==> config.mk <==
export PLATFORM = sky130hd
export DESIGN_NAME = pc060_comm
export DESIGN_NICKNAME = d
export VERILOG_FILES = /design/src/hw/pc060_pkg.sv /design/src/hw/pc060_port.sv /design/src/hw/pc060_mailbox_ram.sv /design/src/hw/pc060_comm.sv
export SDC_FILE = /design/constraint.sdc
export NUM_CORES = 1
export LEC_CHECK = 0
export BUFFER_PORTS_ARGS = -buffer_cell sky130_fd_sc_hd__buf_2
export CAP_MARGIN = 15
export CORE_UTILIZATION = 35
export CTS_CLUSTER_DIAMETER = 60
export CTS_CLUSTER_SIZE = 8
export DETAILED_ROUTE_END_ITERATION = 6
export REMOVE_ABC_BUFFERS = 1
export SLEW_MARGIN = 20
export SYNTH_ARGS = -nofsm -noshare
export SYNTH_HDL_FRONTEND = slang
export SYNTH_SLANG_ARGS = --single-unit
==> constraint.sdc <==
create_clock -name clk -period 1.6 [get_ports clk]
set_input_delay 0.16 -clock clk [delete_from_list [all_inputs] [get_ports clk]]
set_output_delay 0.16 -clock clk [all_outputs]
set_load 0.02 [all_outputs]
==> src/hw/pc060_pkg.sv <==
// Shared types and register map for the PC060 main/sound communication chip.
// Both CPU ports, the mailbox RAM and the testbench use these definitions.
// Pointer values 0-3 select data nibbles, 4-6 act on the per-side flag,
// and any other value is a status-only register.

`default_nettype none

package pc060_pkg;

    // two mailbox slots per direction, two nibbles each
    localparam int NUM_SLOTS = 2;

    // data word on either CPU bus and in the mailbox RAM
    typedef logic [3:0] nibble_t;

    // one bit per mailbox slot
    typedef logic [NUM_SLOTS-1:0] slot_mask_t;

    // register map, selected by the pointer
    typedef enum logic [3:0] {
        REG_SLOT0_LO  = 4'd0,
        REG_SLOT0_HI  = 4'd1,
        REG_SLOT1_LO  = 4'd2,
        REG_SLOT1_HI  = 4'd3,
        // flag control, status is returned on reads
        REG_FLAG_LOAD = 4'd4,
        REG_FLAG_SET  = 4'd5,
        REG_FLAG_CLR  = 4'd6
    } pc060_reg_e;

endpackage

`default_nettype wire

==> src/hw/pc060_port.sv <==
// One CPU side of the PC060: register pointer, end-of-access detection,
// mailbox full bits and the side's control flag.
// Instantiated once for the main CPU and once for the sound CPU. The full
// request of each side feeds the set_full input of the other side.

`timescale 1ns/1ps
`default_nettype none

module pc060_port (
    input  logic                  clk,
    input  logic                  rst,
    input  logic                  cs,
    input  logic                  addr,
    input  logic                  we,
    input  pc060_pkg::nibble_t    wdata,
    input  pc060_pkg::slot_mask_t set_full,
    input  pc060_pkg::slot_mask_t other_full,
    output logic                  ram_we,
    output logic [3:0]            ptr,
    output pc060_pkg::slot_mask_t full_rq,
    output pc060_pkg::slot_mask_t is_full,
    output logic                  flag
);
    import pc060_pkg::*;

    // registered bus state of the current access
    logic    cs_q;
    logic    we_q;
    logic    addr_q;
    nibble_t wdata_q;

    logic    access_end;
    logic    ptr_load;
    logic    ptr_data;

    //////////////////////////////////////////////////
    // access decode
    //////////////////////////////////////////////////

    // pointer inside the data nibbles
    assign ptr_data   = (ptr < REG_FLAG_LOAD);

    // RAM write follows the live bus, held for the whole cs-high window
    assign ram_we     = cs & we & addr & ptr_data;

    // first cs-low cycle after a high one
    assign access_end = cs_q & ~cs;

    // write to address 0 loads the pointer
    assign ptr_load   = we_q & ~addr_q;

    always_ff @(posedge clk) begin
        if (rst) begin
            cs_q <= 1'b0;
        end else begin
            cs_q <= cs;
        end
    end

    // capture the access while cs is high
    // values stay put through the access-end cycle
    always_ff @(posedge clk) begin
        if (cs) begin
            we_q    <= we;
            addr_q  <= addr;
            wdata_q <= wdata;
        end
    end

    //////////////////////////////////////////////////
    // pointer
    //////////////////////////////////////////////////

    always_ff @(posedge clk) begin
        if (rst) begin
            ptr <= '0;
        end else if (access_end) begin
            if (ptr_load) begin
                ptr <= wdata_q;
            end else if (ptr_data) begin
                // auto increment through the data nibbles only
                ptr <= ptr + 4'd1;
            end
        end
    end

    //////////////////////////////////////////////////
    // full bits
    //////////////////////////////////////////////////

    // full_rq: request to the other side, dropped once it shows full
    // is_full: set by the other side, cleared by our own read
    always_ff @(posedge clk) begin
        if (rst) begin
            full_rq <= '0;
            is_full <= '0;
        end else begin
            for (int i = 0; i < NUM_SLOTS; i++) begin
                if (other_full[i]) begin
                    full_rq[i] <= 1'b0;
                end
                if (set_full[i]) begin
                    is_full[i] <= 1'b1;
                end
            end
            // access end takes priority over the handshake above
            if (access_end && !ptr_load) begin
                case (ptr)
                    REG_SLOT0_HI: begin
                        if (we_q) begin
                            full_rq[0] <= 1'b1;
                        end else begin
                            is_full[0] <= 1'b0;
                        end
                    end
                    REG_SLOT1_HI: begin
                        if (we_q) begin
                            full_rq[1] <= 1'b1;
                        end else begin
                            is_full[1] <= 1'b0;
                        end
                    end
                    default: begin
                    end
                endcase
            end
        end
    end

    //////////////////////////////////////////////////
    // control flag
    //////////////////////////////////////////////////

    // main side: sound CPU reset, sound side: NMI mask
    always_ff @(posedge clk) begin
        if (rst) begin
            flag <= 1'b0;
        end else if (access_end && !ptr_load) begin
            case (ptr)
                REG_FLAG_LOAD: begin
                    // only a write carries a value
                    if (we_q) begin
                        flag <= wdata_q[0];
                    end
                end
                REG_FLAG_SET: flag <= 1'b1;
                REG_FLAG_CLR: flag <= 1'b0;
                default: begin
                end
            endcase
        end
    end

endmodule

`default_nettype wire

==> src/hw/pc060_mailbox_ram.sv <==
// Mailbox storage for the PC060: one bank of data nibbles per direction.
// The main CPU writes the to-sound bank and reads the to-main bank, the
// sound CPU does the reverse. Read data is registered, one cycle after
// the pointer settles. Contents are undefined until written.

`timescale 1ns/1ps
`default_nettype none

module pc060_mailbox_ram (
    input  logic               clk,
    input  logic               main_we,
    input  logic [1:0]         main_ptr,
    input  pc060_pkg::nibble_t main_wdata,
    input  logic               snd_we,
    input  logic [1:0]         snd_ptr,
    input  pc060_pkg::nibble_t snd_wdata,
    output pc060_pkg::nibble_t main_q,
    output pc060_pkg::nibble_t snd_q
);
    import pc060_pkg::*;

    // two nibbles per slot
    localparam int DEPTH = 2 * NUM_SLOTS;

    nibble_t to_snd  [DEPTH];
    nibble_t to_main [DEPTH];

    //////////////////////////////////////////////////
    // main side
    //////////////////////////////////////////////////

    always_ff @(posedge clk) begin
        if (main_we) begin
            to_snd[main_ptr] <= main_wdata;
        end
        main_q <= to_main[main_ptr];
    end

    //////////////////////////////////////////////////
    // sound side
    //////////////////////////////////////////////////

    always_ff @(posedge clk) begin
        if (snd_we) begin
            to_main[snd_ptr] <= snd_wdata;
        end
        snd_q <= to_snd[snd_ptr];
    end

endmodule

`default_nettype wire

==> src/hw/pc060_comm.sv <==
// PC060 communication chip between a main CPU and a sound CPU.
// Each CPU sees a two-address nibble port: address 0 loads the pointer,
// address 1 accesses the register it selects. Pointers 4 and above read
// back a status nibble of both sides' full bits. Also drives the sound
// CPU reset and the active-low sound NMI.

`timescale 1ns/1ps
`default_nettype none

module pc060_comm (
    input  logic               clk,
    input  logic               rst,
    // main CPU bus
    input  logic               main_cs,
    input  logic               main_addr,
    input  logic               main_rnw,
    input  pc060_pkg::nibble_t main_wdata,
    output pc060_pkg::nibble_t main_rdata,
    // sound CPU bus
    input  logic               snd_cs,
    input  logic               snd_addr,
    input  logic               snd_rnw,
    input  pc060_pkg::nibble_t snd_wdata,
    output pc060_pkg::nibble_t snd_rdata,
    // sound CPU control
    output logic               snd_nmi_n,
    output logic               snd_rst
);
    import pc060_pkg::*;

    logic       main_we;
    logic       snd_we;
    logic       main_ram_we;
    logic       snd_ram_we;
    logic [3:0] main_ptr;
    logic [3:0] snd_ptr;
    logic       main_flag;
    logic       snd_flag;

    // requests toward the other side, and each side's own full bits
    slot_mask_t main_full_rq;
    slot_mask_t snd_full_rq;
    slot_mask_t main_full;
    slot_mask_t snd_full;

    nibble_t    main_q;
    nibble_t    snd_q;
    nibble_t    status;

    assign main_we = ~main_rnw;
    assign snd_we  = ~snd_rnw;

    //////////////////////////////////////////////////
    // CPU ports
    //////////////////////////////////////////////////

    pc060_port u_main (
        .clk        (clk),
        .rst        (rst),
        .cs         (main_cs),
        .addr       (main_addr),
        .we         (main_we),
        .wdata      (main_wdata),
        .set_full   (snd_full_rq),
        .other_full (snd_full),
        .ram_we     (main_ram_we),
        .ptr        (main_ptr),
        .full_rq    (main_full_rq),
        .is_full    (main_full),
        .flag       (main_flag)
    );

    pc060_port u_snd (
        .clk        (clk),
        .rst        (rst),
        .cs         (snd_cs),
        .addr       (snd_addr),
        .we         (snd_we),
        .wdata      (snd_wdata),
        .set_full   (main_full_rq),
        .other_full (main_full),
        .ram_we     (snd_ram_we),
        .ptr        (snd_ptr),
        .full_rq    (snd_full_rq),
        .is_full    (snd_full),
        .flag       (snd_flag)
    );

    //////////////////////////////////////////////////
    // mailbox storage
    //////////////////////////////////////////////////

    // ram_we implies a data pointer, low two bits pick the nibble
    pc060_mailbox_ram u_ram (
        .clk        (clk),
        .main_we    (main_ram_we),
        .main_ptr   (main_ptr[1:0]),
        .main_wdata (main_wdata),
        .snd_we     (snd_ram_we),
        .snd_ptr    (snd_ptr[1:0]),
        .snd_wdata  (snd_wdata),
        .main_q     (main_q),
        .snd_q      (snd_q)
    );

    //////////////////////////////////////////////////
    // read data and sound control
    //////////////////////////////////////////////////

    // main full bits on top, sound full bits below
    assign status     = {main_full, snd_full};

    assign main_rdata = (main_ptr >= REG_FLAG_LOAD) ? status : main_q;
    assign snd_rdata  = (snd_ptr >= REG_FLAG_LOAD) ? status : snd_q;

    assign snd_rst    = main_flag;

    // NMI pending while unmasked and any sound slot is full
    assign snd_nmi_n  = snd_flag | ~(|snd_full);

endmodule

`default_nettype wire

# == Yosys cells after proc, flatten, opt, wreduce, memory -nomap -nowiden ==
# Memories as Yosys holds them, arrays and structs flattened. A register that Yosys moved wholly into a read port is not among the register bits.
# Cells that the tools add are included.
# word_totals
register_bits,32
ram_bits,32
inputBits,16
word_cells,109
memories,2
# mem_list
name,depth,word_bits,read_ports,rd_ports_with_merged_regs,wr,line,text
u_ram.to_main,4,4,1,1,1,pc060_mailbox_ram.sv:26,nibble_t to_main [DEPTH];
u_ram.to_snd,4,4,1,1,1,pc060_mailbox_ram.sv:25,nibble_t to_snd [DEPTH];
# classes
add_sub_neg,2
order_cmp,4
n_eq_ne,12
n_mux,42
n_bitwise,18
n_reduce_logical,13
# ops
cell,count
1-bit two-way mux,30
"4-bit by 3-bit == test with 1-bit output, second input constant",6
4-bit two-way mux,6
1-bit AND,10
"4-bit by 1-bit adder with 4-bit output, second input constant",2
"4-bit by 1-bit == test with 1-bit output, second input constant",2
"4-bit by 2-bit == test with 1-bit output, second input constant",2
"4-bit by 3-bit greater-or-equal comparator with 1-bit output, second input constant",2
"4-bit by 3-bit < comparator with 1-bit output, second input constant",2
2-bit two-way mux,4
1-bit inverter,7
1-bit case mux with 3 select lines,2
3-bit AND reduction,2
3-bit nonzero test,2
"2-bit by 1-bit inequality test with 1-bit output, second input constant",2
2-bit AND reduction,2
2-bit nonzero test,2
1-bit logical AND,2
1-bit logical NOT,2
2-bit OR reduction,1
1-bit OR,1

# == Depth between registers and ports, before layout ==
# Gate-level depths: netlist of the first run.
# depth
word_depth,6
depth_mapped,7
ltp_nobuf,6

# == Modules after synthesis ==
# From an unflattened synthesis of the first run, not the netlist that was laid out.
# hier_totals
hier_cells,209
hier_area_um2,3025.4
# modules_own_cells
mod,instances,cells_each,area_each_um2
pc060_port,2,69,737.0
pc060_mailbox_ram,1,58,1393.8
pc060_comm,1,13,157.7

# == Worst setup path before layout of the first run ==
# OpenSTA, ideal clock, no wires.
# synth_path
path_kind,reg-to-reg
startpoint,register u_main.ptr[0]
endpoint,register u_main.flag
arrival_time_ns,1.505
required_ns,1.477
setup_slack_ns,-0.028
stages_incl_launch_ff,8
cell_sequence,dfxtp_1 clkbuf_1 inv_1 ha_1 inv_1 nand3_1 o211ai_1 mux2_1
# synth_between
elab_chain_cells,3
word_cells_on_any_way,7
classes_between,eq/ne: 4; mux: 1; reduce/logical: 2
# synth_rtl
element,line,text
start: declaration,pc060_port.sv:19,"output logic [3:0] ptr,"
start signal: assignment,pc060_port.sv:79,ptr <= wdata_q;
start signal: assignment,pc060_port.sv:82,ptr <= ptr + 4'd1;
4-bit by 3-bit == test with 1-bit output,pc060_port.sv:139,case (ptr)
2-bit by 1-bit inequality test with 1-bit output (no line) / 3-bit nonzero test (equally long branches),--,
3-bit AND reduction (no line),--,
end signal: assignment,pc060_port.sv:143,flag <= wdata_q[0];
end: declaration,pc060_port.sv:22,output logic flag
# Several ways; a longest one is shown, not always the timed one.
# A chain may end at the register's enable or synchronous reset.

# == Worst setup path after layout of the first run ==
# layout_path
startpoint,register u_snd.ptr[3]
endpoint,output snd_rdata[0]
# layout_between
elab_chain_cells,2
# layout_rtl
element,line,text
start: declaration,pc060_port.sv:19,
start signal: assignment,pc060_port.sv:79,
start signal: assignment,pc060_port.sv:82,
4-bit by 3-bit greater-or-equal comparator with 1-bit output,pc060_comm.sv:114,assign snd_rdata = (snd_ptr >= REG_FLAG_LOAD) ? status : snd_q;
4-bit two-way mux,pc060_comm.sv:114,
end: declaration,pc060_comm.sv:24,"output pc060_pkg::nibble_t snd_rdata,"
# No other way between the ends.

==> metrics.md, run 1 <==
| Metric | Value |
|---|---|
| Commonest non-fill, non-tap cell in the layout | edfxtp_1 |
| RSZ-0062 raised after global routing | true |
| Avg Vias per Cell | 4.868 |
| Pwr/cell area | 1038 nW/um^2 |
| Hold Crit Class | in2reg |
| Seq/Total Area, Yosys | 65.48% |
| Reg2reg start | u_snd.we_q |
| Fin. Hold Viols | 0 |
| Setup tns final | 0 ns |
| Pin count of the biggest net entering global routing | 18 |
| Worst slew margin | 75.96% |
| Netlist Area Pre-Place | 2874 um^2 |
| Height of the die | 92.62 um |
| Max-slew violations | 0 |
| I/O Pins | 26 |
| Leading cell types in the layout, fill and taps excluded | edfxtp_1 (44), buf_4 (27), dfxtp_1 (24) |
| Setup crit start kind | flip-flop |
| Num rows | 32 |
| Clock skew | 0.01150 ns |
| FF-to-FF path depth | 4 |
| CP Class | reg2out |
| Max Root-Sink Buffers | 2 |
| Asr flop ratio synth | 0% |
| Status | finished clean |
| Mapped Cells | 216 |
| CP cell instances | nor2_4 > buf_6 > mux2_4 > buf_6 |
| Netlist cell types | 30 |
| Xor and xnor fraction of the mapped netlist area | 0% |
| Vias | 1874 |
| Post-synthesis adder-cell area fraction | 3.483% |
| Critical Path End Type | primary output |
| Worst R2R Setup Slack | 0.10 ns |
| Hold Path Depth | 1 |
| Port Buffers | 25 |
| Final ANT Viol Nets | 0 |
| Max-cap violation count | 0 |
| Hold Path Origin | snd_addr |
| Largest family of logic cells by synthesized area | simple AND/OR/NAND/NOR gates |
| Pleak | 0.001356 uW |
| N_diodes | 0 |
| Crit-path max cell delay | 0.36 ns |
| CTS Sinks | 72 |
| FF+latch count, synth | 72 |
| Setup violations, final | 0 |
| Layout area overhead | 25.90% |
| Syn_area_per_cell | 13.31 um^2 |
| Post-Synth Simple-Gate Area | 12.28% |
| Fmax | 0.6468 GHz |
| First-pass GRT wire length | 9.446 mm |
| Peak supply drop | 0.4776 mV |
| Post-Route WL | 5.784 mm |
| Starting Density | 36.62% |
| Hold EP | u_snd.addr_q |
| 1st-iter DRT viols | 105 |
| Fillers | 752 |
| Vias in the first global route | 1897 |
| Placed wire-length estimate | 4.114 mm |
| Grt ovf | 0 |
| Placed Area | 3251 um^2 |
| Maximum fanout along the worst path | 4 |
| Die area | 8578 um^2 |
| Nets | 302 |
| H-tree levels | 3 |
| Mux cell area share after synthesis | 8.968% |
| Clk Latency, worst-skew pair | 0.34 ns |
| Pre-CTS setup slack | 0.1068 ns |
| Ys Warns | 0 |
| Complex-gate fraction of the synthesized area | 7.053% |
| Min Tclk post-route | 1.546 ns |
| Initial antenna violation count | 0 |
| DR WL/cell | 15.02 um |
| Final period utilization | 96.63% |
| CTS clk-pin slew, worst paths | 0.08 ns |
| Placer congestion estimate | 0.8797 |
| Final Instance Area | 3618 um^2 |
| Setup ws final | 0.05398 ns |
| CTS tree | built |
| Chip Width | 92.62 um |
| Reg-to-reg endpoint | u_snd.flag |
| Worst-margin pin slew | 0.3598 ns |
| Pre-antenna DRT Iters | 4 |
| DRC | 0 |
| Primary FF master, synth | edfxtp_1 |
| CP max-delay cell | dfxtp_4 |
| CP arrival | 1.39 ns |
| Post-synth EDFFs | 44 |
| Root Buffer | clkbuf_8 |
| Cell repeated most along the worst path | buf_6 |
| Gr usage total | 14.99% |
| Area of the core | 7848 um^2 |
| Proportion of layout cells with a drive suffix above 1 | 32.16% |
| CTS Buf Count | 9 |
| Utilization after layout | 46.11% |
| Critical Path RT | 1.44 ns |
## layout make-up
type                       instances  area [um^2]  area share (%)
timing repair buffer              56        402.9           11.13
tap                              102        127.6           3.527
clock buffer                      11        131.4           3.631
clock inverter                     5        56.30           1.556
inverter                          16        60.06           1.660
sequential                        72         1897           52.42
multi-input combinational        123        943.4           26.07
## layer usage
metal	share of wire (%)	track usage (%)	routed length (um)	up-vias
met3	4.4	3.941	256	6
met1	46	19.08	2660	914
met2	48	23.70	2771	40
li1	-	-	-	914
met5	0	0	0	-
met4	1.6	7.308	95	0
## worst max-delay path: cells and delay by family, from the launching register on
kind / cells / cell delay [ns]
DFF: 1 / 0.36
muxes: 1 / 0.30
buffers and inverters: 2 / 0.26
and+or+nand+nor: 1 / 0.13
## worst max-delay path by stage
| stage | from | end | slack, ns | depth (start not counted) |
|---|---|---|---|---|
| 4_1_cts | u_snd.ptr[2] | snd_rdata[1] | 0.0002 | 4 |
| 5_1_grt | u_snd.ptr[3] | snd_rdata[3] | -0.01 | 6 |
| 2_1_floorplan | u_snd.ptr[3] | u_ram.to_main[0][0] | 0.08 | 3 |
| 3_3_place_gp | u_snd.we_q | u_snd.flag | 0.17 | 4 |
| 6_report | u_snd.ptr[3] | snd_rdata[0] | 0.05 | 4 |
| 3_5_place_dp | u_snd.we_q | u_snd.flag | 0.11 | 4 |
## Yosys cell counts, types with 3 or more instances
library cell / n / area (um^2)
edfxtp_1: 44 / 1321
dfxtp_1: 28 / 560.5
nor2_1: 24 / 90.09
inv_1: 16 / 60.06
a21oi_1: 12 / 60.06
nand2_1: 10 / 37.54
nor2b_1: 9 / 56.30
ha_1: 8 / 100.1
mux4_2: 8 / 180.2
o21ai_0: 7 / 35.03
nor3_1: 6 / 30.03
clkbuf_1: 5 / 18.77
nand2b_1: 5 / 31.28
a311oi_1: 4 / 35.03
mux2_2: 4 / 45.04
nand3_1: 3 / 15.01
## flip-flops by register name, indices dropped and copies added, names as in the netlist
signal and flops:
u_main.wdata_q 4, u_snd.ptr 4, u_snd.is_full 2, u_snd.flag 1, u_ram.snd_q 4, u_main.addr_q 1
u_main.ptr 4, u_ram.to_main 16, u_snd.wdata_q 4, u_main.cs_q 1, u_main.flag 1, u_snd.addr_q 1
u_ram.to_snd 16, u_main.is_full 2, u_ram.main_q 4, u_snd.cs_q 1, u_snd.we_q 1, u_main.we_q 1
u_main.full_rq 2, u_snd.full_rq 2
## logic make-up after synthesis
family / count (synthesis)
buffers and inverters: 21
and+or+nand+nor: 68
muxes: 15
DFF: 72
adders and majority gates: 8
AOI/OAI and AO/OA: 32
## where the power goes
group          internal, uW  total, uW  switching [uW]
logic                   150        319             169
clock network           722       1390             665
registers              2020       2050            28.3
## per-stage QoR
| step | power [uW] | hold slack, ns | instances |
|---|---|---|---|
| after global routing | 3922 | 0.01644 | 385 |
| after CTS | 3781 | 0.005783 | 382 |
| after detailed placement | 2380 | 0.3638 | 357 |
| final | 3758 | 0.03094 | 385 |
| after floorplan | 2247 | 0.2291 | 211 |
| after global placement | 2374 | 0.3536 | 357 |
## timing repair
action	in CTS	in global routing
hold buffers	0	1
buffers inserted	9	3
pin swaps	2	1
endpoints found under the hold margin	0	1
endpoints found under the setup margin	4	22
resized for setup	14	16
Note: power is estimated with default switching activity, not from simulation.
==> run 2: changes to the inputs <==
==> constraint.sdc (replaced) <==
create_clock -name clk -period 1.6 [get_ports clk]
set_input_delay 0.16 -clock clk [delete_from_list [all_inputs] [get_ports clk]]
set_output_delay 0.16 -clock clk [all_outputs]
set_load 0.01 [all_outputs]
==> metrics.md, run 2 (synthesis results as in run 1) <==
| Metric | Value |
|---|---|
| Commonest non-fill, non-tap cell in the layout | edfxtp_1 |
| Grt ovf | 0 |
| Avg Vias per Cell | 4.893 |
| DR WL/cell | 15.10 um |
| Fmax | 0.6458 GHz |
| Placed Area | 3251 um^2 |
| Layout area overhead | 25.21% |
| Chip Width | 92.62 um |
| N_diodes | 0 |
| Critical Path End Type | flip-flop |
| Hold Crit Class | in2reg |
| Cell family with most CP delay | simple AND/OR/NAND/NOR gates |
| Peak supply drop | 0.4749 mV |
| Setup crit start kind | flip-flop |
| Max-slew violations | 0 |
| Fillers | 746 |
| RSZ-0062 raised after global routing | true |
| H-tree levels | 3 |
| Final ANT Viol Nets | 0 |
| Pre-antenna DRT Iters | 4 |
| Leading cell types in the layout, fill and taps excluded | edfxtp_1 (44), buf_4 (24), dfxtp_1 (24) |
| Height of the die | 92.62 um |
| Crit-path max cell delay | 0.46 ns |
| Num rows | 32 |
| Worst slew margin | 74.02% |
| Min Tclk post-route | 1.548 ns |
| Placed wire-length estimate | 4.114 mm |
| First-pass GRT wire length | 9.328 mm |
| Clk Latency, worst-skew pair | 0.34 ns |
| Vias in the first global route | 1860 |
| Utilization after layout | 45.85% |
| Status | finished clean |
| Proportion of layout cells with a drive suffix above 1 | 31.67% |
| CTS Sinks | 72 |
| Fin. Hold Viols | 0 |
| Max Root-Sink Buffers | 2 |
| Critical Path RT | 1.84 ns |
| Final period utilization | 96.78% |
| Placer congestion estimate | 0.8797 |
| CP Class | reg2reg |
| CP arrival | 1.78 ns |
| Setup tns final | 0 ns |
| Initial antenna violation count | 0 |
| Pin count of the biggest net entering global routing | 18 |
| Maximum fanout along the worst path | 5 |
| Gr usage total | 14.83% |
| Max-cap violation count | 0 |
| Pwr/cell area | 1041 nW/um^2 |
| Nets | 300 |
| Largest regs | u_ram.to_main (16), u_ram.to_snd (16) |
| Fin cells | 383 |
| CP cell instances | nor2b_1 > nor4b_2 > o211ai_1 > mux2_1 |
| DRC | 0 |
| DP Cell Count | 357 |
| Setup violations, final | 0 |
| Vias | 1874 |
| I/O Pins | 26 |
| CP max-delay cell | edfxtp_1 |
| Final Instance Area | 3598 um^2 |
| Port Buffers | 25 |
| Root Buffer | clkbuf_8 |
| Pleak | 0.001343 uW |
| Starting Density | 36.62% |
| Area of the core | 7848 um^2 |
| WP buf/inv | 0 |
| Die area | 8578 um^2 |
| CTS Buf Count | 9 |
| CTS clk-pin slew, worst paths | 0.08 ns |
| 1st-iter DRT viols | 126 |
| Post-Route WL | 5.782 mm |
| Clock skew | 0.01201 ns |
| Worst-margin pin slew | 0.3889 ns |
| CTS tree | built |
==> run 2: cell types whose count changed in the layout (fill, tap and decap cells not counted), sizes merged <==
| cell | previous run | this run |
|---|---|---|
| buf | 55 | 53 |
==> run 2: worst paths after layout <==
| path | start | end | cells after the start | slack, ns |
|---|---|---|---|---|
| setup / recovery | u_snd.we_q | u_snd.flag | 4 | 0.05 |
| setup reg to reg | u_snd.we_q | u_snd.flag | 4 | 0.05 |
| hold reg to reg | u_snd.full_rq[1] | u_snd.full_rq[1] | 2 | 0.50 |
| hold / removal | snd_addr | u_snd.addr_q | 1 | 0.03 |
==> run 2: area by class of cell <==
class	instances	area, um^2	share of cell area [%]
Timing Repair Buffer	54	385.4	10.71
Inverter	16	60.06	1.669
Clock buffer	11	131.4	3.651
Multi-Input combinational cell	123	943.4	26.22
Clock inverter	5	56.30	1.565
Tap cell	102	127.6	3.547
Sequential cell	72	1894	52.64
==> run 2: timing repair <==
item	CTS	global route
pin swaps	2	1
resized for setup	9	15
buffers inserted	6	4
endpoints found under the setup margin	4	10
endpoints found under the hold margin	0	1
hold buffers	0	1
==> run 2: stage by stage <==
| stage | setup slack [ns] | hold WS (ns) | power, uW |
|---|---|---|---|
| floorplan | 0.08353 | 0.2291 | 2233 |
| global placement | 0.1701 | 0.3536 | 2360 |
| detailed placement | 0.1068 | 0.3638 | 2365 |
| CTS | -0.01679 | 0.005742 | 3763 |
| global route | -0.001447 | 0.01644 | 3913 |
| finish | 0.05150 | 0.02681 | 3748 |
==> run 2: metal layers <==
| layer | part of all wire, % | wire (um) | global-route usage [%] | vias to the layer above |
|---|---|---|---|---|
| met1 | 47 | 2735 | 19.07 | 923 |
| li1 | - | - | - | 908 |
| met5 | 0 | 0 | 0 | - |
| met4 | 1.3 | 74 | 7.308 | 0 |
| met3 | 3.6 | 208 | 3.859 | 4 |
| met2 | 48 | 2763 | 23.21 | 39 |
==> run 2: where the power goes <==
part	total, uW	switching, uW	leakage [uW]	internal [uW]
Combinational	301	154	0.000609	147
Sequential	2050	29.2	0.000639	2020
Clock	1390	670	0.0000953	722
